$ cat src/rtl/exec_pkg.sv
package exec_pkg;

	// One lane, one scalar or the PC
	typedef logic [31:0] lane_word_t;
	typedef logic [4:0] reg_idx_t;
	typedef logic [3:0] alu_op_t;
	typedef logic [1:0] op2_src_t;
	typedef logic [2:0] branch_t;

	// ALU operation codes
	localparam alu_op_t OP_ADD = 4'd0;
	localparam alu_op_t OP_SUB = 4'd1;
	localparam alu_op_t OP_AND = 4'd2;
	localparam alu_op_t OP_OR = 4'd3;
	localparam alu_op_t OP_XOR = 4'd4;
	localparam alu_op_t OP_SHL = 4'd5;
	localparam alu_op_t OP_CMPEQ = 4'd6;
	localparam alu_op_t OP_MUL = 4'd7;

	// Operand 2 sources
	localparam op2_src_t SRC_SCALAR = 2'd0;
	localparam op2_src_t SRC_VECTOR = 2'd1;
	localparam op2_src_t SRC_IMM = 2'd2;

	// Branch kinds
	localparam branch_t BR_NONE = 3'd0;
	localparam branch_t BR_ALL = 3'd1;
	localparam branch_t BR_ZERO = 3'd2;
	localparam branch_t BR_NZERO = 3'd3;
	localparam branch_t BR_GOTO = 3'd4;
	localparam branch_t BR_REGWRITE = 3'd5;

	localparam reg_idx_t PC_REG = 5'd31;
	localparam int MUL_LATENCY = 3;

endpackage

$ cat src/rtl/branch_resolve.sv
module branch_resolve #(
	parameter int MASK_WIDTH = 4
) (
	input  logic valid_i,
	input  exec_pkg::branch_t branch_i,
	input  exec_pkg::alu_op_t alu_op_i,
	input  logic has_writeback_i,
	input  exec_pkg::reg_idx_t writeback_reg_i,
	input  logic writeback_is_vector_i,
	input  exec_pkg::lane_word_t pc_i,
	input  exec_pkg::lane_word_t immediate_i,
	input  exec_pkg::lane_word_t scalar1_i,
	input  exec_pkg::lane_word_t alu_result_i,
	output logic rollback_request_o,
	output exec_pkg::lane_word_t rollback_address_o
);
	logic pc_write;
	logic is_cond;
	logic cond_taken;

	// Single-cycle arithmetic into r31 acts as a jump
	assign pc_write = has_writeback_i && !writeback_is_vector_i
		&& writeback_reg_i == exec_pkg::PC_REG && alu_op_i != exec_pkg::OP_MUL;

	always_comb
	begin
		is_cond = 1'b1;
		cond_taken = 1'b0;
		case (branch_i)
			exec_pkg::BR_ALL: cond_taken = &scalar1_i[MASK_WIDTH-1:0];
			exec_pkg::BR_ZERO: cond_taken = scalar1_i == '0;
			exec_pkg::BR_NZERO: cond_taken = scalar1_i != '0;
			exec_pkg::BR_GOTO: cond_taken = 1'b1;
			// r31 writes are caught from the writeback fields instead
			exec_pkg::BR_NONE, exec_pkg::BR_REGWRITE: is_cond = 1'b0;
			default: is_cond = 1'b0;
		endcase

		rollback_request_o = 1'b0;
		rollback_address_o = '0;
		if (valid_i && pc_write)
		begin
			rollback_request_o = 1'b1;
			rollback_address_o = alu_result_i;
		end
		else if (valid_i && is_cond)
		begin
			rollback_request_o = cond_taken;
			rollback_address_o = pc_i + immediate_i;
		end
	end

endmodule

$ cat config.mk
export PLATFORM = sky130hd
export DESIGN_NAME = branch_resolve
export DESIGN_NICKNAME = d
export VERILOG_FILES = /design/src/rtl/exec_pkg.sv /design/src/rtl/branch_resolve.sv
export SDC_FILE = /design/constraint.sdc
export NUM_CORES = 1
export LEC_CHECK = 0
export ABC_CLOCK_PERIOD_IN_PS = 6350
export BUFFER_PORTS_ARGS = -buffer_cell sky130_fd_sc_hd__buf_4
export CAP_MARGIN = 20
export CORE_ASPECT_RATIO = 1.5
export CORE_MARGIN = 4
export CORE_UTILIZATION = 40
export DETAILED_ROUTE_END_ITERATION = 8
export PLACE_DENSITY = 0.88
export SLEW_MARGIN = 40
export SYNTH_ARGS = -nofsm -noshare
export SYNTH_HDL_FRONTEND = slang
export SYNTH_SLANG_ARGS = --single-unit
$ cat constraint.sdc
create_clock -name vclk -period 6.35
set_input_delay 0.9525 -clock vclk [all_inputs]
set_output_delay 0.9525 -clock vclk [all_outputs]
set_load 0.01 [all_outputs]
==> results by group <==
Die
  • Die width: 68.98 um
  • Ports: 176
  • Chip Height: 99.47 um
  • Die area: 6861 sq um
  • Cell Rows: 33
  • Core Region: 5450 sq um
  • Initial Utilization: between 40% and 50%

Place
  • Final Wtd Congestion: between 0.9 and 1
  • Port Buffers: about 180
  • DP HPWL: between 7 and 8 mm
  • Pre-CTS setup slack: 1950 ps
  • Cell Area, Placed: ~3600 sq um

Layout
  • Final Instance Area: 3602 sq um
  • Layout area overhead: 61.47%
  • Fillers: between 500 and 600
  • Layout clock buffer count: 0
  • Storage element area: 0 sq um
  • Area occupied by multi-input gates: 2145 sq um
  • FF+latch count: 0
  • # diodes: 0
  • NumNets Final: between 600 and 700
  • Layout cells sized above 1: roughly two fifths

Setup path
  • Crit start category: input pin
  • CP Class: input pin to output port
  • Required @ worst endpoint: around 5400 ps
  • Crit path capture type: output port
  • Worst Path Max Fanout: 5
  • Crit path DAT: around 3500 ps

Routing
  • Detailed Route Iter0 Violations: approximately 170
  • Vias per cell: between 5 and 6
  • 1st-pass router iterations: 4
  • Final wirelength: roughly 8.7 mm
  • Vias: between 3,000 and 4,000
  • # DRC: 0
  • ANT nets after route: 0
  • Drt wl/cell: roughly 16 um

Logic synthesis
  • Syn Inst Count: ~330
  • Seq/Total Area, Yosys: 0%
  • Synth warn: 0
  • Synth Cell Area: 2231 sq um
  • Syn_nets: 501
  • Syn_area_per_cell: slightly below 7 sq um
  • Synth cell types: 63

Global route
  • Met3 Track Usage GR: 3.842%
  • First-pass GRT wire length: 13.31 mm
  • Met1 usage: about a quarter
  • Congestion Overflow GR: 0
  • Largest net degree at the start of global routing: 40
  • Top Usage Layer GRT: met2
  • Met2 usage: between 40% and 50%
  • Total Routing Usage GR: a little under a quarter
  • Initial antenna violation count: 0
  • Vias in the first global route: around 3,200

STA
  • Hold Violations, Final: 0
  • Relative slew slack: between 60% and 70%
  • Max-slew violations: 0
  • Slew at the pin closest to its max-slew limit: around 500 ps
  • Final period util: 69.35%
  • TNS Setup: 0 ps
  • Worst hold slack: approximately 2200 ps
  • Period minus WS final: between 4000 and 5000 ps
  • RSZ-0062 raised after global routing: no
  • FMAX: about 230 MHz
  • Final Setup Violations: 0
  • Final worst setup slack: about 2000 ps

Run
  • Max Cap Viol: 0

Power and ir drop
  • Static Leak: about 0.0017 uW
  • Power consumption: ~320 uW
  • PwrDens: just under 90 nW/um^2
  • Maximum VDD drop: 0.05006 mV

Worst hold path
  • Hold Path Class: input pin to output port
  • Hold depth: 4

CTS
  • Hold Buf Count CTS: 0
  • Post-CTS setup buffers: 0
  • Resized cells post-CTS: 0

Outcome
  • Status: complete, no violations
final cells by class:
type / count / area share (%)
Multi-Input combinational cell: 301 / 59.53
Timing Repair Buffer: 177 / 36.89
Inverter: 11 / 1.146
Tap cell: 70 / 2.431
cell usage in the layout (no fill, tap or decap), types with 9 or more instances in the layout:
cell,netlist,final
xnor2_1,14,14
ha_1,31,31
buf_4,0,177
o21ai_0,36,36
nand3_1,9,9
nand4_1,9,9
nand2_1,46,46
a21oi_1,29,29
a21o_1,15,15
nor2_1,11,10
inv_1,11,11
critical path, cell delays in order:
cell and delay [ps]:
buf_4 80, ha_1 180, inv_1 60, fa_1 400, nor2b_1 150, o211ai_1 120, a211o_2 390, a31oi_4 270
a21oi_2 130, o311ai_0 350, o211ai_1 170, buf_4 170
worst paths after layout:
kind	to	startpoint
max	rollback_address_o[30]	pc_i[0]
min	rollback_address_o[20]	alu_result_i[20]
metrics by stage:
step	utilization, %	std cells
5_1_grt	66.09	559
2_1_floorplan	-	326
4_1_cts	66.05	559
3_5_place_dp	66.05	559
6_report	66.09	559
3_3_place_gp	66.05	559
cells by family (layout without fill, tap and decap cells):
group	Yosys count	after routing	synth area share, %
buffers and inverters	25	188	4.206
adder cells (fa/ha/maj)	32	32	18.28
XOR/XNOR	21	21	8.245
AO/OA/AOI/OAI	138	138	44.08
AND/OR/NAND/NOR	110	110	25.18
Yosys cell counts (2+ instances only):
| cell | count | area (sq um) |
|---|---|---|
| inv_1 | 11 | 41.29 |
| a21boi_0 | 2 | 15.01 |
| nor3_1 | 4 | 20.02 |
| o21a_1 | 5 | 37.54 |
| nand3_1 | 9 | 45.04 |
| xor2_1 | 7 | 61.31 |
| nand4_1 | 9 | 56.30 |
| a221oi_1 | 2 | 17.52 |
| nand2_1 | 46 | 172.7 |
| and2_1 | 3 | 18.77 |
| a21o_1 | 15 | 112.6 |
| o21ai_0 | 36 | 180.2 |
| a31o_2 | 4 | 35.03 |
| or3_1 | 6 | 37.54 |
| o21bai_1 | 5 | 37.54 |
| nor2b_1 | 2 | 12.51 |
| nor2_1 | 11 | 41.29 |
| xnor2_1 | 14 | 122.6 |
| o211ai_1 | 7 | 52.55 |
| ha_1 | 31 | 387.9 |
| a21oi_1 | 29 | 145.1 |
| and3_4 | 2 | 22.52 |
| a211o_1 | 2 | 17.52 |
| nor4_1 | 7 | 43.79 |
| a211oi_1 | 2 | 15.01 |
| a21oi_2 | 2 | 17.52 |
| clkbuf_1 | 13 | 48.80 |
| a221o_1 | 2 | 20.02 |
| a31oi_1 | 3 | 18.77 |
| o2111a_1 | 2 | 22.52 |
power by group:
group	switching, uW	internal [uW]	leakage, uW
logic	151	165	0.00173
clock network	0	0	0
registers	0	0	0
layer usage:
layer	vias to the layer above	routed length (um)
met2	121	4693
met5	-	0
met1	1449	3095
met3	31	608
met4	0	302
li1	1584	-
(Power assumes the default switching activity.)
