[src/rtl/exec_pkg.sv]
package exec_pkg;

	// One lane, one scalar or the PC
	typedef logic [31:0] lane_word_t;
	typedef logic [4:0] reg_idx_t;
	typedef logic [3:0] alu_op_t;
	typedef logic [1:0] op2_src_t;
	typedef logic [2:0] branch_t;

	// ALU operation codes
	localparam alu_op_t OP_ADD = 4'd0;
	localparam alu_op_t OP_SUB = 4'd1;
	localparam alu_op_t OP_AND = 4'd2;
	localparam alu_op_t OP_OR = 4'd3;
	localparam alu_op_t OP_XOR = 4'd4;
	localparam alu_op_t OP_SHL = 4'd5;
	localparam alu_op_t OP_CMPEQ = 4'd6;
	localparam alu_op_t OP_MUL = 4'd7;

	// Operand 2 sources
	localparam op2_src_t SRC_SCALAR = 2'd0;
	localparam op2_src_t SRC_VECTOR = 2'd1;
	localparam op2_src_t SRC_IMM = 2'd2;

	// Branch kinds
	localparam branch_t BR_NONE = 3'd0;
	localparam branch_t BR_ALL = 3'd1;
	localparam branch_t BR_ZERO = 3'd2;
	localparam branch_t BR_NZERO = 3'd3;
	localparam branch_t BR_GOTO = 3'd4;
	localparam branch_t BR_REGWRITE = 3'd5;

	localparam reg_idx_t PC_REG = 5'd31;
	localparam int MUL_LATENCY = 3;

endpackage

[src/rtl/multi_cycle_alu.sv]
module multi_cycle_alu #(
	parameter int LANES = 4
) (
	input  logic clk,
	input  logic rst_n_i,
	input  logic valid_i,
	input  logic [LANES*32-1:0] op1_i,
	input  logic [LANES*32-1:0] op2_i,
	input  exec_pkg::lane_word_t pc_i,
	input  logic has_writeback_i,
	input  exec_pkg::reg_idx_t writeback_reg_i,
	input  logic writeback_is_vector_i,
	output logic valid_o,
	output logic [LANES*32-1:0] result_o,
	output exec_pkg::lane_word_t pc_o,
	output logic has_writeback_o,
	output exec_pkg::reg_idx_t writeback_reg_o,
	output logic writeback_is_vector_o
);
	localparam int VEC_W = LANES * 32;
	localparam int DEPTH = exec_pkg::MUL_LATENCY;

	logic [VEC_W-1:0] product;
	logic [DEPTH-1:0] valid_q;
	logic [VEC_W-1:0] result_q [DEPTH];
	exec_pkg::lane_word_t pc_q [DEPTH];
	logic [DEPTH-1:0] has_wb_q;
	exec_pkg::reg_idx_t wb_reg_q [DEPTH];
	logic [DEPTH-1:0] wb_vec_q;

	// Low 32 bits of each lane product
	for (genvar k = 0; k < LANES; k++)
	begin : g_lane
		assign product[k*32 +: 32] = op1_i[k*32 +: 32] * op2_i[k*32 +: 32];
	end

	always_ff @(posedge clk)
	begin
		if (!rst_n_i)
			valid_q <= '0;
		else
			valid_q <= {valid_q[DEPTH-2:0], valid_i};
	end

	// Instruction fields ride along with the product
	always_ff @(posedge clk)
	begin
		result_q[0] <= product;
		pc_q[0] <= pc_i;
		has_wb_q[0] <= has_writeback_i;
		wb_reg_q[0] <= writeback_reg_i;
		wb_vec_q[0] <= writeback_is_vector_i;
		for (int s = 1; s < DEPTH; s++)
		begin
			result_q[s] <= result_q[s-1];
			pc_q[s] <= pc_q[s-1];
			has_wb_q[s] <= has_wb_q[s-1];
			wb_reg_q[s] <= wb_reg_q[s-1];
			wb_vec_q[s] <= wb_vec_q[s-1];
		end
	end

	assign valid_o = valid_q[DEPTH-1];
	assign result_o = result_q[DEPTH-1];
	assign pc_o = pc_q[DEPTH-1];
	assign has_writeback_o = has_wb_q[DEPTH-1];
	assign writeback_reg_o = wb_reg_q[DEPTH-1];
	assign writeback_is_vector_o = wb_vec_q[DEPTH-1];

endmodule

[config.mk]
export PLATFORM = sky130hd
export DESIGN_NAME = multi_cycle_alu
export DESIGN_NICKNAME = d
export VERILOG_FILES = /design/src/rtl/exec_pkg.sv /design/src/rtl/multi_cycle_alu.sv
export SDC_FILE = /design/constraint.sdc
export NUM_CORES = 2
export LEC_CHECK = 0
export ABC_AREA = 1
export BUFFER_PORTS_ARGS = -buffer_cell sky130_fd_sc_hd__buf_4
export CORE_ASPECT_RATIO = 2
export CORE_UTILIZATION = 30
export CTS_CLUSTER_DIAMETER = 50
export DETAILED_ROUTE_END_ITERATION = 16
export MAX_ROUTING_LAYER = met4
export PLACE_DENSITY = 0.45
export SLEW_MARGIN = 10
export SYNTH_ARGS = -nofsm -noshare
export SYNTH_HDL_FRONTEND = slang
export SYNTH_SLANG_ARGS = --single-unit
export TNS_END_PERCENT = 100
[constraint.sdc]
create_clock -name clk -period 14 [get_ports clk]
set_input_delay 1.4 -clock clk [delete_from_list [all_inputs] [get_ports clk]]
set_output_delay 1.4 -clock clk [all_outputs]
set_load 0.01 [all_outputs]
==> qor.yml <==
global_route:
  maximum_number_of_pins_on_one_net_before_global_route_repair: 34
  grt_first_pass_wirelength_mm: 386
  grt_use_total_pct: 20.8
  grt_pass1_vias: 64000
  grt_overflow_total: 0
  antenna_found_initial: 33
hold_path:
  min_path_cells: 0
  hold_path.startpoint: "result_q[0][175]$_DFF_P_"
  worst_hold_endpoint: "result_q[0][303]$_DFF_P_"
  holdCritPathClass: "flip-flop to flip-flop"
clock_network:
  clock_tree.root_cell: "clkbuf_16"
  clock_sinks: 504
  cts.repair_timing.setup_buffer_count: 0
  number_of_clock_buffers_inserted_by_tritoncts: 67
  cts_hold_buf: 0
  worst_setup_hold_path_clk_slew_ns: 0.06
  clock_h_tree_levels: 3
  clk-insertion-delay-late_ns: 0.69
  max-clock-path-buffers: 3
  cts_tree: "yes"
  post_cts_resize_count: 0
sta:
  slew_headroom_pct: 45.5
  timing.final.crit_share_pct: 55.9
  slew_viols_final: 0
  min_period_ns: 7.83
  report.final.setup_viol: 0
  worst_slew_pin_slew_ns: 0.815
  maximum_clock_frequency_ghz: 0.128
  final_hold_viol_count: 0
  grt_setup_unrepaired: "false"
  finalClockSkew_ns: 0.0439
  tns_ns: 0
placed_design:
  place.port_buffers: 465
  gp_congestion: 0.925
  placed_cells: 12600
  detailed_place_hpwl_mm: 210
status:
  run_status: "finished clean"
yosys:
  synth-main-ff-cell: "dfxtp_1"
  ys_async_sr_fraction_pct: 0
  synth_top_area_share_pct: 42.4
  number_of_enable_flip_flop_cells_after_synthesis: 0
  ys_seq_area_share_pct: 13.1
  syn_nets: 11800
  yosys_register_bits: 504
  synth.avg_cell_area_sq_um: 8.23
  ys_top_cells_by_area: "fa_1, inv_1, dfxtp_1"
  synth.distinct_cells: 49
  synth.yosys.warnings: 0
  synthDominantAreaCellType: "fa_1"
  syn_area_sq_um: 77100
  post_synth_inst_count: 9360
cells_and_area:
  seq_area_sq_um: 10100
  fill_cells: 27000
  final_common_cell: "inv_1"
  multiInputGateArea_sq_um: 53200
  finalNonFillerCells: 12700
  area_growth_pct: 9.25
  finish.net_count: 11700
  mostFrequentLayoutCells: "inv_1, nand2_1, fa_1"
  drive_gt1_share_pct: 6.62
route:
  dr_total_vias: 56200
  detailedRoute.firstPassIterationCount: 5
  drt-vias-per-instance: 4.42
  drt_iter0_markers: 2448
  drt_drc_violations_left: 0
  drt.antenna.violating_nets: 0
  route.final.wire_length_mm: 258
  routedWlPerCell_um: 20.3
floorplanning:
  die_y_um: 719
  die_area_sq_um: 259000
  floorplan.die.width_um: 360
  ios: 466
  floorplan.initialDensity_pct: 30.2
  std_cell_rows: 262
  core_area_sq_um: 255000
setup_path:
  crit_buf_inv: 6
  crit_arrival_ns: 8.41
  timing.critical_path.required_ns: 14.59
  regToRegStartpoint: "result_q[0][58]$_DFF_P_"
  worstSetupStartpointType: "input pin"
  crit-reg2reg-capture: "result_q[0][186]$_DFF_P_"
  peak_fanout_along_the_critical_path: 26
  cell_type_group_with_the_largest_total_delay_on_the_critical_path: "adder cells"
  worstSetupPathType: "input pin to flip-flop"
  worst_setup_path_end_kind: "flip-flop"
  critical_path.most_common_cell: "fa_1"
  cpMaxStageDelayCell: "fa_1"
  worst_path_largest_cell_delay_ns: 0.55
  path_depth_of_the_worst_reg2reg_path: 0
  rrSetupSlack_ns: 13.25
run:
  cap_violations: 0
## layer usage
metal	vias up	track usage (%)	share of wire, %
met5	-	-	0
met4	0	13.0	7.4
met3	546	2.87	4.2
met2	1446	40.2	56
met1	28600	18.9	32
li1	25700	-	-
## Yosys cell counts (2+ instances only)
master and number:
inv_1 2891, nand2_1 2527, fa_1 1632, dfxtp_1 504
ha_1 492, clkbuf_1 273, buf_4 177, a21oi_1 122
xor2_1 117, xnor2_1 116, nand3_1 108, nor2_1 70
buf_2 68, o21ai_0 50, buf_1 47, nand4_1 15
a21o_1 14, nand3b_1 14, nor3_1 14, a31oi_1 12
nand2_2 8, inv_2 7, o21ai_1 7, or2_1 7
xnor2_2 7, nand2b_1 6, a21boi_1 5, o21bai_1 5
a211oi_1 4, a21oi_2 4, o21ai_2 4, a21boi_0 3
buf_6 3, o211ai_1 3, o31ai_1 3, or2_2 3
a21boi_2 2, clkbuf_2 2, nor4_1 2, o21a_1 2
o221ai_1 2
## sequential cells by signal, summed over array words and instances, names as in the netlist
name / count
valid_q: 3
pc_q: 96
wb_reg_q: 15
result_q: 384
wb_vec_q: 3
has_wb_q: 3
## cell type report
type	count	share of cell area, %
inverter	2898	12.9
multi-input combinational	5388	63.2
antenna	31	0.0922
clock buffer	76	2.09
clock inverter	44	0.678
sequential	504	12.0
timing repair buffer	467	4.16
tap	3300	4.90
## stage by stage
stage / util [%] / hold slack, ns / setup WS (ns) / area [sq um]
6_report: 33.0 / 0.293 / 6.17 / 84200
5_1_grt: 33.0 / 0.282 / 5.94 / 84200
4_1_cts: 33.0 / 0.260 / 6.19 / 84100
3_5_place_dp: 32.1 / 0.312 / 5.43 / 81800
3_3_place_gp: 32.1 / 0.310 / 5.46 / 81800
2_1_floorplan: - / 0.310 / 6.46 / 77100
## cell families after synthesis
group	synth area share, %
AOI/OAI and AO/OA	1.88
xor gates and xnor gates	2.80
adders and majority gates	50.4
buffers and inverters	17.9
DFF	13.1
and+or+nand+nor	13.9
## how the worst max path moves through the flow
stage / from / end / slack, ns / cells past startpoint
after floorplan: op2_i[72] / result_q[0][93]$_DFF_P_ / 6.46 / 26
after global placement: op2_i[68] / result_q[0][93]$_DFF_P_ / 5.46 / 25
after detailed placement: op2_i[70] / result_q[0][93]$_DFF_P_ / 5.43 / 25
after CTS: op2_i[70] / result_q[0][93]$_DFF_P_ / 6.19 / 25
after global routing: op2_i[70] / result_q[0][93]$_DFF_P_ / 5.94 / 25
final: op2_i[70] / result_q[0][93]$_DFF_P_ / 6.17 / 25
Power is left out: the tool's default activity adds up to more than one toggle a clock period on the data nets, which glitch-free logic cannot reach.
