===== src/rtl/exec_pkg.sv =====
package exec_pkg;

	// One lane, one scalar or the PC
	typedef logic [31:0] lane_word_t;
	typedef logic [4:0] reg_idx_t;
	typedef logic [3:0] alu_op_t;
	typedef logic [1:0] op2_src_t;
	typedef logic [2:0] branch_t;

	// ALU operation codes
	localparam alu_op_t OP_ADD = 4'd0;
	localparam alu_op_t OP_SUB = 4'd1;
	localparam alu_op_t OP_AND = 4'd2;
	localparam alu_op_t OP_OR = 4'd3;
	localparam alu_op_t OP_XOR = 4'd4;
	localparam alu_op_t OP_SHL = 4'd5;
	localparam alu_op_t OP_CMPEQ = 4'd6;
	localparam alu_op_t OP_MUL = 4'd7;

	// Operand 2 sources
	localparam op2_src_t SRC_SCALAR = 2'd0;
	localparam op2_src_t SRC_VECTOR = 2'd1;
	localparam op2_src_t SRC_IMM = 2'd2;

	// Branch kinds
	localparam branch_t BR_NONE = 3'd0;
	localparam branch_t BR_ALL = 3'd1;
	localparam branch_t BR_ZERO = 3'd2;
	localparam branch_t BR_NZERO = 3'd3;
	localparam branch_t BR_GOTO = 3'd4;
	localparam branch_t BR_REGWRITE = 3'd5;

	localparam reg_idx_t PC_REG = 5'd31;
	localparam int MUL_LATENCY = 3;

endpackage


===== src/rtl/result_merge.sv =====
module result_merge #(
	parameter int LANES = 4
) (
	input  logic clk,
	input  logic rst_n_i,
	input  logic flush_i,
	input  logic valid_i,
	input  logic is_mul_i,
	input  logic [LANES*32-1:0] single_result_i,
	input  exec_pkg::lane_word_t pc_i,
	input  logic has_writeback_i,
	input  exec_pkg::reg_idx_t writeback_reg_i,
	input  logic writeback_is_vector_i,
	input  logic mul_valid_i,
	input  logic [LANES*32-1:0] mul_result_i,
	input  exec_pkg::lane_word_t mul_pc_i,
	input  logic mul_has_writeback_i,
	input  exec_pkg::reg_idx_t mul_writeback_reg_i,
	input  logic mul_writeback_is_vector_i,
	output logic valid_o,
	output logic [LANES*32-1:0] result_o,
	output exec_pkg::lane_word_t pc_o,
	output logic has_writeback_o,
	output exec_pkg::reg_idx_t writeback_reg_o,
	output logic writeback_is_vector_o
);
	logic valid_d;
	logic [LANES*32-1:0] result_d;
	exec_pkg::lane_word_t pc_d;
	logic has_wb_d;
	exec_pkg::reg_idx_t wb_reg_d;
	logic wb_vec_d;

	// Both paths can land in one cycle; the multiply takes the slot
	always_comb
	begin
		valid_d = 1'b0;
		result_d = '0;
		pc_d = '0;
		has_wb_d = 1'b0;
		wb_reg_d = '0;
		wb_vec_d = 1'b0;
		if (mul_valid_i)
		begin
			valid_d = 1'b1;
			result_d = mul_result_i;
			pc_d = mul_pc_i;
			has_wb_d = mul_has_writeback_i;
			wb_reg_d = mul_writeback_reg_i;
			wb_vec_d = mul_writeback_is_vector_i;
		end
		else if (valid_i && !is_mul_i)
		begin
			valid_d = 1'b1;
			result_d = single_result_i;
			pc_d = pc_i;
			has_wb_d = has_writeback_i;
			wb_reg_d = writeback_reg_i;
			wb_vec_d = writeback_is_vector_i;
		end
	end

	always_ff @(posedge clk)
	begin
		if (!rst_n_i || flush_i)
		begin
			valid_o <= 1'b0;
			result_o <= '0;
			pc_o <= '0;
			has_writeback_o <= 1'b0;
			writeback_reg_o <= '0;
			writeback_is_vector_o <= 1'b0;
		end
		else
		begin
			valid_o <= valid_d;
			result_o <= result_d;
			pc_o <= pc_d;
			has_writeback_o <= has_wb_d;
			writeback_reg_o <= wb_reg_d;
			writeback_is_vector_o <= wb_vec_d;
		end
	end

endmodule


===== config.mk =====
export PLATFORM = sky130hd
export DESIGN_NAME = result_merge
export DESIGN_NICKNAME = d
export VERILOG_FILES = /design/src/rtl/exec_pkg.sv /design/src/rtl/result_merge.sv
export SDC_FILE = /design/constraint.sdc
export NUM_CORES = 1
export LEC_CHECK = 0
export ABC_AREA = 1
export BUFFER_PORTS_ARGS = -buffer_cell sky130_fd_sc_hd__buf_2
export CORE_AREA = 2 2 195 197
export CTS_CLUSTER_DIAMETER = 50
export DETAILED_ROUTE_END_ITERATION = 12
export DIE_AREA = 0 0 197 199
export PLACE_DENSITY = 0.42
export SYNTH_ARGS = -nofsm -noshare
export SYNTH_HDL_FRONTEND = slang
export SYNTH_SLANG_ARGS = --single-unit

===== constraint.sdc =====
create_clock -name clk -period 2.75 [get_ports clk]
set_input_delay 0.1375 -clock clk [delete_from_list [all_inputs] [get_ports clk]]
set_output_delay 0.1375 -clock clk [all_outputs]
set_load 0.02 [all_outputs]

==> impl_results.md, run 1 <==
- Largest net degree at the start of global routing: 173
- Worst hold endpoint: result_o[115]$_SDFF_PP0_
- Routed via count: 7639
- RSZ-0062 raised after global routing: false
- Netlist cell types: 17
- Hold slack: roughly 38 ps
- Num ports: between 500 and 600
- Worst-case clock buffer depth: 2
- Actual slew at the worst max-slew pin: 699 ps
- Slew Limit Fails: 0
- Post-synthesis register bit count: 168
- Worst VDD drop: 0.000422 V
- Worst setup path class: input pin to register
- Setup violators final: 0
- Layout Nets: 1900
- Initial antenna violation count: 0
- Slowest-stage cell, CP: dlygate4sd3_1
- Most frequent cells in the layout: 506 x buf_2, 180 x dlygate4sd3_1, 169 x inv_1, 168 x nand2_1, 168 x dfxtp_1
- HP Start: mul_result_i[115]
- Die Span Y: 199 um
- N_diodes: 0
- Worst slew margin: 0.534
- Met3 Track Usage GR: 0.0407
- Total Wirelength: 26.1 mm
- DR DRC count: 0
- Cells after Synth: approximately 900
- Lkg Pwr: 6.65 nW
- Post-route minimum period: 1370 ps
- GR peak layer: met2
- Grt ovf: 0
- Share of cells above drive strength 1: 0.414
- Clock sink count: 168
- DR iter-0 viols: approximately 200
- Area Growth Syn to Fin: 71.5%
- Hold path cells: 5
- Post-DP HPWL: 19.3 mm
- Core Area: 0.0371 mm^2
- GPL Wtd Cong: 0.820
- M2 GR Usage: 0.241
- Detailed Routing Iterations Pass 1: 5
- Final Hold Fails: 0
- Layout fillers: 3964
- Fin crit share: 0.498
- I/O Buffers: 507
- Via density: 3.73
- Max Cap Viol: 0
- Vias in the first global route: 7706
- Post-Syn Area: around 0.0073 mm^2
- First-pass GRT wire length: 38.9 mm
- CTS tree: done
- Setup crit start kind: input pin
- Most common cell after layout, fill and taps aside: buf_2
- Sequential fraction of the synthesis area: 0.464
- Fmax: roughly 730 MHz
- Cell row count: between 70 and 80
- Crit path required time: 3060 ps
- Crit path cell chain: clkbuf_8 > buf_12 > nand2_1 > o21ai_1 > dlygate4sd3_1 > nor2_1
- Met1 usage: 0.135
- Power per cell area: 493 mW/mm^2
- Critical Path End Type: register
- Synthesized Nets: 1239
- Die width: 197 um
- Status: finished, final reports clean
- Initial Util: 0.195
- Max FO, Critical Path: 162
- Min-Delay Path Class: input pin to register
- Clock transition at path regs: 70 ps
- H-tree lvl count: 4
- Post-route ant nets: 0
- WL/cell: 12.8 um
- Synth warn: 0
- GR Util All Layers: 0.129
- Post-Syn Area per Cell: 8.07 um^2
- Arr. time, crit path: 1680 ps
- Clock root buffer: clkbuf_16
- Die ar.: 0.0392 mm^2
- Num CTS Buffers: 17
- Peak per-stage delay on the critical path: around 560 ps
- Final setup TNS: 0 ps
## layer usage
metal | wire length, um | up-vias
met1 | 10100 | 3322
met3 | 1840 | 34
met5 | 0 | -
met2 | 13600 | 307
li1 | - | 3976
met4 | 554 | 0
## report_power, final
group | switching (mW) | internal, mW
Combinational | 0.621 | 0.577
Clock | 1.03 | 1.35
Sequential | 0.0240 | 2.53
Total | 1.68 | 4.46
## worst max path at each step
stage,startpoint,depth (start not counted),to
floorplan,mul_valid_i,7,result_o[10]$_SDFF_PP0_
global placement,flush_i,5,result_o[113]$_SDFF_PP0_
detailed placement,flush_i,5,pc_o[13]$_SDFF_PP0_
CTS,mul_valid_i,6,pc_o[18]$_SDFF_PP0_
global route,mul_valid_i,6,pc_o[18]$_SDFF_PP0_
finish,mul_valid_i,6,pc_o[18]$_SDFF_PP0_
## logic make-up after synthesis
family,Yosys count,share of synthesized area
buffers and inverters,226,0.156
AO/OA/AOI/OAI,167,0.115
AND/OR/NAND/NOR,338,0.265
flip-flops,168,0.464
## registers in the layout, summed over array words and instances, names as in the netlist
name                   flops
valid_o                    1
result_o                 128
has_writeback_o            1
writeback_is_vector_o      1
pc_o                      32
writeback_reg_o            5
## synthesized netlist by cell type, drive strengths merged
| cell type | count | share of area |
|---|---|---|
| nand2 | 170 | 0.089 |
| buf | 39 | 0.060 |
| dfxtp | 168 | 0.46 |
| nor2 | 168 | 0.18 |
| clkbuf | 16 | 0.0083 |
| inv | 171 | 0.088 |
| o21ai | 167 | 0.12 |
## critical path: cells and delay by family
family | cells | cell delay, ps
AOI/OAI and AO/OA | 1 | 110
buffers and inverters | 3 | 1060
and+or+nand+nor | 2 | 210
## cell type report
class	count	area (um^2)	area share
repair buffers	697	4500	0.362
flip-flops and latches	168	3360	0.270
multi-input cells	505	2760	0.222
inverters	171	642	0.0516
well taps	474	593	0.0477
clock buffers	23	488	0.0392
clock inverters	9	88.8	0.00714
## timing repair
| item | 4_1_cts | 5_1_grt |
|---|---|---|
| gates resized for setup | 0 | 0 |
| endpoints found under the hold margin | 128 | 0 |
| setup buffers | 0 | 0 |
| hold buffers | 180 | 0 |
## per-stage QoR
stage	std cells	setup WS, ps	total power [mW]	utilization	instance area, um^2
after global placement	1835	1200	3.59	0.271	10100
after global routing	2047	1300	6.47	0.335	12400
after CTS	2047	1490	6.28	0.335	12400
after detailed placement	1835	1190	3.59	0.271	10100
after floorplan	899	1780	3.19	-	7250
final	2047	1380	6.13	0.335	12400
Power figures use the tool's default switching activity.
==> inputs of run 2 (changes only) <==
==> constraint.sdc (replaced) <==
create_clock -name clk -period 1.3 [get_ports clk]
set_input_delay 0.065 -clock clk [delete_from_list [all_inputs] [get_ports clk]]
set_output_delay 0.065 -clock clk [all_outputs]
set_load 0.02 [all_outputs]
==> run 2 against run 1 <==
Largest power group unchanged. Sequential cell count stayed put. Combinational power up 150%. Cell count rose by 7.2%. Final area grew 12%. Wire length rose by 5.2%. Via count grew 7.1%. Non-clock buffer count is 146 higher. Sequential power grew 110%. Power increased by 120%.
==> impl_results.md, run 2 (synthesis results as in run 1) <==
- Largest Register: result_o
- Fin crit share: 0.985
- Critical Path End Type: register
- Cell row count: 71
- Status: finished, final reports clean
- Biggest regs: result_o: 128 flops, pc_o: 32 flops, writeback_reg_o: 5 flops
- Share of cells above drive strength 1: 0.398
- DR iter-0 viols: 224
- Crit path cell chain: dlygate4sd3_1 > buf_2 > o21ai_0 > nor2_4 > dlygate4sd3_1
- RSZ-0062 raised after global routing: false
- GR Util All Layers: 0.135
- Crit path max-delay family: buffers and inverters
- Layout Nets: 2046
- GPL Wtd Cong: between 0.8 and 0.9
- DR DRC count: 0
- Total Wirelength: 27.5 mm
- Num ports: 508
- Detailed Routing Iterations Pass 1: 4
- CTS tree: done
- Worst Setup SP: single_result_i[13]
- Grt ovf: 0
- Setup crit start kind: input pin
- Power per cell area: 957 mW/mm^2
- Final Hold Fails: 0
- Initial Util: 0.195
- I/O Buffers: 507
- Die Span Y: roughly 200 um
- CP endpoint: result_o[13]$_SDFF_PP0_
- Slowest-stage cell, CP: dlygate4sd3_1
- Min-Delay Path Class: input pin to register
- Peak per-stage delay on the critical path: 550 ps
- Max FO, Critical Path: 1
- Worst-case clock buffer depth: 2
- Fmax: a little under 800 MHz
- Vias in the first global route: 8281
- Die ar.: 0.0392 mm^2
- Die width: 197 um
- Clock root buffer: clkbuf_16
- Arr. time, crit path: approximately 1600 ps
- Largest net degree at the start of global routing: between 70 and 80
- Crit path required time: 1620 ps
- Hold slack: 30.2 ps
- Core Area: ~0.037 mm^2
- Area Growth Syn to Fin: 92.6%
- Worst slew margin: 0.685
- Slew Limit Fails: 0
- Most frequent cells in the layout: 506 x buf_2, 293 x dlygate4sd3_1, 169 x inv_1, 168 x nand2_1, 168 x dfxtp_1
- Max FFs per register: about 130
- Clock sink count: 168
- Routed via count: approximately 8000
- Core Util, Final: 0.376
- Finished Cell Area: 0.0140 mm^2
- Initial antenna violation count: 2
- Post-route ant nets: 0
- Post-CTS Setup Inserts: 0
- Lkg Pwr: between 7 and 8 nW
- Max Cap Viol: 0
- Dpl cell area: 0.0105 mm^2
- H-tree lvl count: 4
- Worst setup path class: input pin to register
- Post-route minimum period: roughly 1300 ps
- CP most frequent cell: dlygate4sd3_1
- Final setup TNS: 0 ps
- Worst VDD drop: 0.000884 V
- Most common cell after layout, fill and taps aside: buf_2
- First-pass GRT wire length: 40.7 mm
- Actual slew at the worst max-slew pin: around 470 ps
- Clock transition at path regs: 70 ps
- Via density: 3.73
- CP Buf/Inv Count: 3
- Num CTS Buffers: 17
- Post-DP HPWL: 20.6 mm
- WL/cell: ~13 um
- Setup violators final: 0
- Stages on the worst setup path: 5
- Hold path cells: 5
-- run 2: changes by cell type in the layout (fill, tap and decap cells not counted), moves of 3 or more --
cell           previous run  this run
o21ai_1                  48        69
clkbuf_8                  5         2
buf_4                     4        24
dlygate4sd3_1           180       293
o21ai_0                 119        98
buf_12                    6        19
-- run 2: power by group --
group          leakage (nW)  switching (mW)  internal (mW)
logic                  5.77            1.40           1.59
clock network         0.272            2.27           2.71
registers              1.37          0.0524           5.36
-- run 2: cell type report --
type                            count  area [um^2]
Timing Repair Buffer              843         6040
Inverter                          171          642
Tap cell                          474          593
Clock buffer                       19          443
Sequential cell                   168         3360
Antenna cell                        2         5.00
Multi-Input combinational cell    505         2760
Fill cell                        3816        23200
Clock inverter                     13          119
-- run 2: worst min-delay path by stage --
| stage | start | end | slack (ps) |
|---|---|---|---|
| 2_1_floorplan | single_result_i[112] | result_o[112]$_SDFF_PP0_ | 210 |
| 3_3_place_gp | pc_i[18] | pc_o[18]$_SDFF_PP0_ | 310 |
| 3_5_place_dp | single_result_i[126] | result_o[126]$_SDFF_PP0_ | 310 |
| 4_1_cts | mul_result_i[65] | result_o[65]$_SDFF_PP0_ | 0.6 |
| 5_1_grt | mul_result_i[77] | result_o[77]$_SDFF_PP0_ | 20 |
| 6_report | mul_result_i[79] | result_o[79]$_SDFF_PP0_ | 30 |
-- run 2: repair_timing --
| action | 4_1_cts | 5_1_grt |
|---|---|---|
| gates resized for setup | 0 | 21 |
| hold buffers | 293 | 0 |
| endpoints found under the hold margin | 166 | 0 |
| endpoints found under the setup margin | 0 | 21 |
-- run 2: routing by layer --
metal	wire [um]	vias up	share of wire	global-route usage
met5	0	-	0	0
li1	-	4278	-	-
met3	1970	47	0.071	0.0449
met4	804	0	0.029	0.0576
met2	14000	311	0.51	0.249
met1	10700	3549	0.39	0.139
-- run 2: metrics by stage --
step,total power [mW],instances,setup slack (ps)
finish,13.4,2195,19.2
global route,14.1,2195,9.02
CTS,13.6,2193,5.39
detailed placement,7.74,1868,143
global placement,7.75,1868,178
floorplan,6.75,899,406
-- run 2: worst min-delay path, cell delays in order --
cell and delay, ps:
buf_2 100, inv_1 40, nand2_1 40, o21ai_0 130, nor2_4 50
