## src/rtl/exec_pkg.sv

```systemverilog
package exec_pkg;

	// One lane, one scalar or the PC
	typedef logic [31:0] lane_word_t;
	typedef logic [4:0] reg_idx_t;
	typedef logic [3:0] alu_op_t;
	typedef logic [1:0] op2_src_t;
	typedef logic [2:0] branch_t;

	// ALU operation codes
	localparam alu_op_t OP_ADD = 4'd0;
	localparam alu_op_t OP_SUB = 4'd1;
	localparam alu_op_t OP_AND = 4'd2;
	localparam alu_op_t OP_OR = 4'd3;
	localparam alu_op_t OP_XOR = 4'd4;
	localparam alu_op_t OP_SHL = 4'd5;
	localparam alu_op_t OP_CMPEQ = 4'd6;
	localparam alu_op_t OP_MUL = 4'd7;

	// Operand 2 sources
	localparam op2_src_t SRC_SCALAR = 2'd0;
	localparam op2_src_t SRC_VECTOR = 2'd1;
	localparam op2_src_t SRC_IMM = 2'd2;

	// Branch kinds
	localparam branch_t BR_NONE = 3'd0;
	localparam branch_t BR_ALL = 3'd1;
	localparam branch_t BR_ZERO = 3'd2;
	localparam branch_t BR_NZERO = 3'd3;
	localparam branch_t BR_GOTO = 3'd4;
	localparam branch_t BR_REGWRITE = 3'd5;

	localparam reg_idx_t PC_REG = 5'd31;
	localparam int MUL_LATENCY = 3;

endpackage

```

## src/rtl/operand_bypass.sv

```systemverilog
module operand_bypass #(
	parameter int LANES = 4
) (
	input  exec_pkg::lane_word_t scalar_value1_i,
	input  exec_pkg::reg_idx_t scalar_sel1_i,
	input  exec_pkg::lane_word_t scalar_value2_i,
	input  exec_pkg::reg_idx_t scalar_sel2_i,
	input  logic [LANES*32-1:0] vector_value1_i,
	input  exec_pkg::reg_idx_t vector_sel1_i,
	input  logic [LANES*32-1:0] vector_value2_i,
	input  exec_pkg::reg_idx_t vector_sel2_i,
	input  exec_pkg::lane_word_t pc_i,
	input  exec_pkg::lane_word_t immediate_i,
	input  logic op1_is_vector_i,
	input  exec_pkg::op2_src_t op2_src_i,
	input  logic fwd_valid_i,
	input  exec_pkg::reg_idx_t fwd_reg_i,
	input  logic fwd_is_vector_i,
	input  logic [LANES*32-1:0] fwd_value_i,
	input  logic byp1_valid_i,
	input  exec_pkg::reg_idx_t byp1_reg_i,
	input  logic byp1_is_vector_i,
	input  logic [LANES*32-1:0] byp1_value_i,
	input  logic byp2_valid_i,
	input  exec_pkg::reg_idx_t byp2_reg_i,
	input  logic byp2_is_vector_i,
	input  logic [LANES*32-1:0] byp2_value_i,
	output logic [LANES*32-1:0] op1_o,
	output logic [LANES*32-1:0] op2_o,
	output exec_pkg::lane_word_t scalar1_o
);
	localparam int VEC_W = LANES * 32;

	logic [VEC_W-1:0] scalar1_raw;
	logic [VEC_W-1:0] scalar2_raw;
	logic [VEC_W-1:0] vector1_byp;
	logic [VEC_W-1:0] vector2_byp;
	exec_pkg::lane_word_t scalar2_byp;

	// Youngest uncommitted result wins
	function automatic logic [VEC_W-1:0] newest_value(
		input exec_pkg::reg_idx_t sel,
		input logic want_vector,
		input logic [VEC_W-1:0] rf_value
	);
		if (fwd_valid_i && fwd_is_vector_i == want_vector && fwd_reg_i == sel)
			return fwd_value_i;
		if (byp1_valid_i && byp1_is_vector_i == want_vector && byp1_reg_i == sel)
			return byp1_value_i;
		if (byp2_valid_i && byp2_is_vector_i == want_vector && byp2_reg_i == sel)
			return byp2_value_i;
		return rf_value;
	endfunction

	always_comb
	begin
		scalar1_raw = newest_value(scalar_sel1_i, 1'b0, {{(VEC_W-32){1'b0}}, scalar_value1_i});
		scalar2_raw = newest_value(scalar_sel2_i, 1'b0, {{(VEC_W-32){1'b0}}, scalar_value2_i});
		vector1_byp = newest_value(vector_sel1_i, 1'b1, vector_value1_i);
		vector2_byp = newest_value(vector_sel2_i, 1'b1, vector_value2_i);

		// Scalar r31 is the PC and never comes from a bypass
		scalar1_o = (scalar_sel1_i == exec_pkg::PC_REG) ? pc_i : scalar1_raw[31:0];
		scalar2_byp = (scalar_sel2_i == exec_pkg::PC_REG) ? pc_i : scalar2_raw[31:0];

		op1_o = op1_is_vector_i ? vector1_byp : {LANES{scalar1_o}};
		case (op2_src_i)
			exec_pkg::SRC_SCALAR: op2_o = {LANES{scalar2_byp}};
			exec_pkg::SRC_VECTOR: op2_o = vector2_byp;
			exec_pkg::SRC_IMM: op2_o = {LANES{immediate_i}};
			default: op2_o = '0;
		endcase
	end

endmodule

```

## config.mk

```make
export PLATFORM = sky130hd
export DESIGN_NAME = operand_bypass
export DESIGN_NICKNAME = d
export VERILOG_FILES = /design/src/rtl/exec_pkg.sv /design/src/rtl/operand_bypass.sv
export SDC_FILE = /design/constraint.sdc
export NUM_CORES = 1
export LEC_CHECK = 0
export BUFFER_PORTS_ARGS = -buffer_cell sky130_fd_sc_hd__buf_2
export CORE_AREA = 5 5 422 424
export DETAILED_ROUTE_END_ITERATION = 8
export DIE_AREA = 0 0 427 429
export PLACE_DENSITY = 0.3
export SETUP_SLACK_MARGIN = 0.3
export SLEW_MARGIN = 30
export SYNTH_ARGS = -nofsm -noshare
export SYNTH_HDL_FRONTEND = slang
export SYNTH_SLANG_ARGS = --single-unit
```

## constraint.sdc

```tcl
create_clock -name vclk -period 4.6
set_input_delay 0.46 -clock vclk [all_inputs]
set_output_delay 0.46 -clock vclk [all_outputs]
set_load 0.1 [all_outputs]
```

==> impl_metrics.py, run 1 <==
metrics = {
    "placed_design": {
        "port_buffers": 1100,
        "placed_cells": 5541,
        "dpl.hpwl_mm": 176.6,
        "dp_slack_ns": 0.5734,
        "place_congestion": 0.9394,
    },
    "route": {
        "dr.pass1.iters": 7,
        "highest_layer": "met5",
        "routedWlPerCell_microns": 37.41,
        "drt_wl_total_mm": 209.5,
        "ant_nets": 0,
        "routedLengthMet1_mm": 84.22,
        "wl_met2_mm": 103.1,
        "dr_wl_met3_mm": 14.63,
        "vias": 25130,
        "route.detailed.drc": 0,
        "drtIter0Drc": 2731,
        "vias_per_cell": 4.488,
    },
    "cells_and_area": {
        "num-clock-buffers": 0,
        "fin_cells": 5600,
        "nets": 4030,
        "drive_gt1_share_pct": 43.00,
        "area_growth_pct": 102.0,
        "seq_area_sq_um": 0,
        "flops_and_latches": 0,
        "utilization_pct": 14.99,
    },
    "grt": {
        "grt.overflow.total": 0,
        "grt_usage_pct": 21.54,
        "grt_max_degree": 119,
        "grt_pass1_vias": 24600,
        "grt_pass1_wl_mm": 265.3,
        "antenna_found_initial": 142,
    },
    "floorplanning": {
        "initial_core_util_pct": 7.421,
        "coreArea_sq_um": 173400,
        "die_w_microns": 427,
        "rows": 153,
        "dieArea_sq_um": 183200,
        "ioPinCount": 1100,
        "die_h_microns": 429,
    },
    "pwr": {
        "combPwrFrac_pct": 100.0,
        "swShare_pct": 69.25,
        "pwr_density_cell_nw_per_um2": 188.1,
        "clkPwrFrac_pct": 0,
        "ir_drop_mv": 0.09576,
        "leakage_nw": 11.23,
        "pwr-share-seq_pct": 0,
        "internal_power_w": 0.001503,
        "p_sw_w": 0.003386,
    },
    "timing": {
        "max_freq_mhz": 248.0,
        "period_minus_slack_ns": 4.032,
        "tns_ns": 0,
        "worst_slew_pin_slew_ns": 1.122,
        "layout_setup_ws_ns": 0.5678,
        "period_share_pct": 87.66,
        "hold_viol": 0,
        "setup-violations-final": 0,
        "rsz0062_at_grt": "false",
        "slew_headroom_pct": 24.76,
        "slew_viol_final": 0,
    },
    "critical_path": {
        "crit_arrival_ns": 3.57,
        "crit_fanout": 11,
        "worstPathRequired_ns": 4.14,
        "crit_path_end_kind": "primary output",
        "worstSetupPathType": "in2out",
        "critical_path.startpoint_type": "input port",
        "cp_cell_sequence": "buf_2 > xor2_1 > nor4_4 > and2_2 > buf_4 > a211oi_2 > o31ai_2 > a211o_1 > buf_2",
        "path_common_cell": "buf_2",
        "cpPeakStageDelay_ns": 0.77,
        "slowest_stage": "o31ai_2",
    },
    "synthesis": {
        "yosys-top-cells-area": "nand2_1, o21ai_0, a211o_1, o221ai_1, and3_1",
        "yosysTopAreaCell": "nand2_1",
        "synth_top_area_share_pct": 15.28,
        "ys.warnings.count": 0,
        "yosysMostFrequentCell": "nand2_1",
        "netlist_area_sq_um": 12870,
        "syn_area_per_cell_sq_um": 5.843,
        "netlist_instances": 2203,
        "synth_cell_type_count": 49,
        "synthesis.nets": 3015,
        "synthTopCellsByCount": "nand2_1, o21ai_0, clkbuf_1, and3_1, a31oi_1",
        "ys_seq_area_share_pct": 0,
    },
    "cts": {
        "holdBufCountCts": 0,
        "ctsResizeCount": 0,
        "cts_setup_buffers": 0,
    },
    "hold_path": {
        "hold_end": "op1_o[118]",
        "whs_path_depth": 3,
        "holdCritPathClass": "in2out",
        "hp-start": "fwd_value_i[118]",
    },
    "flow_run": {
        "drv_cap": 0,
    },
    "outcome": {
        "status": "finished, final reports clean",
    },
}
-- power groups by stage --
stage	sequential, W	combinational, W	clock [W]
6_report	0	0.00489	0.00000000124
5_1_grt	0	0.00501	0.000000000631
3_5_place_dp	0	0.00488	0
4_1_cts	0	0.00490	0
3_3_place_gp	0	0.00490	0
2_1_floorplan	0	0.00252	0
-- stage by stage --
| stage | area, sq um | hold slack, ns | power (W) |
|---|---|---|---|
| CTS | 25840 | 1.350 | 0.004902 |
| finish | 25990 | 1.349 | 0.004889 |
| floorplan | 12870 | 1.361 | 0.002518 |
| global placement | 25790 | 1.344 | 0.004899 |
| detailed placement | 25840 | 1.344 | 0.004884 |
| global route | 25900 | 1.354 | 0.005013 |
-- how the worst max path moves through the flow --
stage                          start          to  slack, ns
finish              scalar_sel1_i[4]   op1_o[90]       0.57
global route        scalar_sel1_i[4]   op1_o[90]       0.55
CTS                 scalar_sel1_i[4]   op1_o[37]       0.56
detailed placement  scalar_sel1_i[4]   op1_o[37]       0.57
global placement    scalar_sel1_i[4]  op1_o[114]       0.51
floorplan              byp1_reg_i[2]    op2_o[0]       0.32
-- logic make-up (layout without fill, tap and decap cells) --
logic type                count (synthesis)  in the layout  share of synthesized area [%]
and+or+nand+nor                         854            854                          30.39
other                                     0             59                              0
xor gates and xnor gates                 60             60                          4.083
AOI/OAI and AO/OA                      1027           1027                          57.07
buffers and inverters                   262           1275                          8.457
-- critical path: cells and delay by family --
kind	cells	cell delay, ns
compound gates	3	1.09
xor+xnor	1	0.18
buf+inv	3	0.85
simple gates	2	0.93
-- final cells by class --
cell class / count / area [sq um]
antenna: 59 / 147.6
timing repair buffer: 1272 / 10820
fill: 20300 / 147400
tap: 2325 / 2909
multi-input combinational: 1941 / 12110
inverter: 3 / 11.26
-- layout by cell type (no fill, tap or decap), types with 16 or more instances in the layout --
master and count:
a21oi_1 42, a21boi_0 32, nor4b_1 24, nor2_1 56
a22oi_1 32, and3_1 131, buf_12 273, buf_4 141
xnor2_1 36, diode_2 59, o221ai_1 128, a31oi_1 128
o21a_1 22, a2111oi_0 32, a211o_1 128, nor3_1 18
buf_2 858, o21ai_0 248, a32o_1 31, o31ai_2 24
a21o_1 31, o21ai_1 72, nand3_1 34, o22ai_1 16
nand2_1 519, xor2_1 24, a211oi_2 36
-- metal layers --
| metal | GRT usage [%] | up-vias |
|---|---|---|
| met1 | 26.74 | 12680 |
| met3 | 4.069 | 315 |
| met4 | 5.089 | 26 |
| li1 | - | 10570 |
| met5 | 0 | - |
| met2 | 38.19 | 1543 |
No activity file was read; power rests on OpenSTA's default activity.
==> inputs of run 2 (changes only) <==
- CORE_AREA: 5 5 422 424 -> 2 2 431 433
- DIE_AREA: 0 0 427 429 -> 0 0 433 435
==> impl_metrics.py, run 2 (same netlist as run 1, synthesis figures left out) <==
metrics = {
    "outcome": {
        "status": "finished, final reports clean",
    },
    "route": {
        "routedWlPerCell_microns": 37.29,
        "ant_nets": 0,
        "drtIter0Drc": 2577,
        "route.detailed.drc": 0,
        "drt_wl_total_mm": 214.7,
        "dr.pass1.iters": 7,
        "vias_per_cell": 4.394,
        "vias": 25300,
    },
    "critical_path": {
        "worstSetupPathType": "in2out",
        "crit_path_end_kind": "primary output",
        "crit_cells": 9,
        "crit_arrival_ns": 4.05,
        "path_common_cell": "buf_12",
        "cpPeakStageDelay_ns": 1.21,
        "crit_fanout": 104,
        "worstPathRequired_ns": 4.14,
        "cp_num_buf_inv": 4,
        "cp_cell_sequence": "buf_2 > xor2_1 > nor4_1 > buf_4 > nand3_4 > buf_12 > o221ai_1 > o21ai_1 > buf_12",
        "endpoint": "op2_o[17]",
        "critical_path.startpoint_type": "input port",
        "cpLargestDelayFamily": "compound AO/OA/AOI/OAI gates",
        "slowest_stage": "o221ai_1",
        "crit_start": "fwd_reg_i[4]",
    },
    "grt": {
        "grt_pass1_wl_mm": 270.0,
        "antenna_found_initial": 173,
        "grt_max_degree": 105,
        "grt_pass1_vias": 24590,
        "grt_usage_pct": 21.63,
        "grt.overflow.total": 0,
    },
    "cts": {
        "holdBufCountCts": 0,
        "cts_setup_buffers": 0,
        "ctsResizeCount": 0,
    },
    "cells_and_area": {
        "nets": 4020,
        "final_cell_mix": "buf_2, nand2_1, buf_12, o21ai_0, and3_1",
        "drive_gt1_share_pct": 42.89,
        "seq_area_sq_um": 0,
        "num-clock-buffers": 0,
        "flops_and_latches": 0,
        "area_growth_pct": 107.2,
        "final_common_cell": "buf_2",
    },
    "timing": {
        "rsz0062_at_grt": "false",
        "timing.hold.ws_ns": 1.346,
        "setup-violations-final": 0,
        "slew_headroom_pct": 16.58,
        "tns_ns": 0,
        "hold_viol": 0,
        "period_share_pct": 97.95,
        "slew_viol_final": 0,
        "layout_setup_ws_ns": 0.09440,
        "worst_slew_pin_slew_ns": 1.251,
        "period_minus_slack_ns": 4.506,
        "max_freq_mhz": 221.9,
    },
    "placed_design": {
        "place_congestion": 0.9462,
        "dpl.hpwl_mm": 179.0,
        "dp_slack_ns": 0.5269,
        "port_buffers": 1100,
    },
    "floorplanning": {
        "ioPinCount": 1100,
        "dieArea_sq_um": 188400,
        "die_h_microns": 435,
        "rows": 158,
        "die_w_microns": 433,
        "initial_core_util_pct": 6.993,
        "coreArea_sq_um": 184000,
    },
    "hold_path": {
        "whs_path_depth": 3,
        "holdCritPathClass": "in2out",
    },
    "pwr": {
        "leakage_nw": 11.37,
        "ir_drop_mv": 0.09118,
        "finalPower_w": 0.004997,
        "pwr_density_cell_nw_per_um2": 187.4,
    },
    "flow_run": {
        "drv_cap": 0,
    },
}
[run 2: cell types whose count changed in the layout (fill, tap and decap cells not counted), sizes merged]
cell	previous run	this run
buf	1272	1262
diode	59	72
[run 2: per-stage QoR]
step	std cells	area, sq um	utilization, %
2_1_floorplan	2203	12870	-
3_3_place_gp	5686	26400	14.34
3_5_place_dp	5686	26470	14.38
4_1_cts	5686	26470	14.38
5_1_grt	5732	26600	14.45
6_report	5758	26660	14.49
[run 2: layer usage]
| metal | share of wire (%) | wire length [microns] | up-vias | track usage, % |
|---|---|---|---|---|
| met2 | 49 | 106300 | 1585 | 37.82 |
| met3 | 7.3 | 15590 | 380 | 4.237 |
| met5 | 0.14 | 300 | - | 0 |
| met1 | 39 | 84560 | 12720 | 26.21 |
| li1 | - | - | 10570 | - |
| met4 | 3.7 | 8011 | 46 | 7.140 |
[run 2: cell type report]
type	instances	area [sq um]
fillers	21500	157400
repair buffers	1262	11230
multi-input cells	1941	12140
well taps	2480	3103
diodes	72	180.2
inverters	3	11.26
[run 2: worst min-delay path by stage]
stage / from / end / slack (ns)
floorplan: pc_i[0] / scalar1_o[0] / 1.36
global placement: fwd_value_i[97] / op1_o[97] / 1.34
detailed placement: fwd_value_i[87] / op1_o[87] / 1.34
CTS: fwd_value_i[71] / op1_o[71] / 1.35
global route: fwd_value_i[71] / op1_o[71] / 1.35
finish: fwd_value_i[113] / op1_o[113] / 1.35
[run 2: power breakdown]
group,internal [W],switching [W]
Clock,0.00000000162,0
Sequential,0,0
Combinational,0.00159,0.00341
Total,0.00159,0.00341
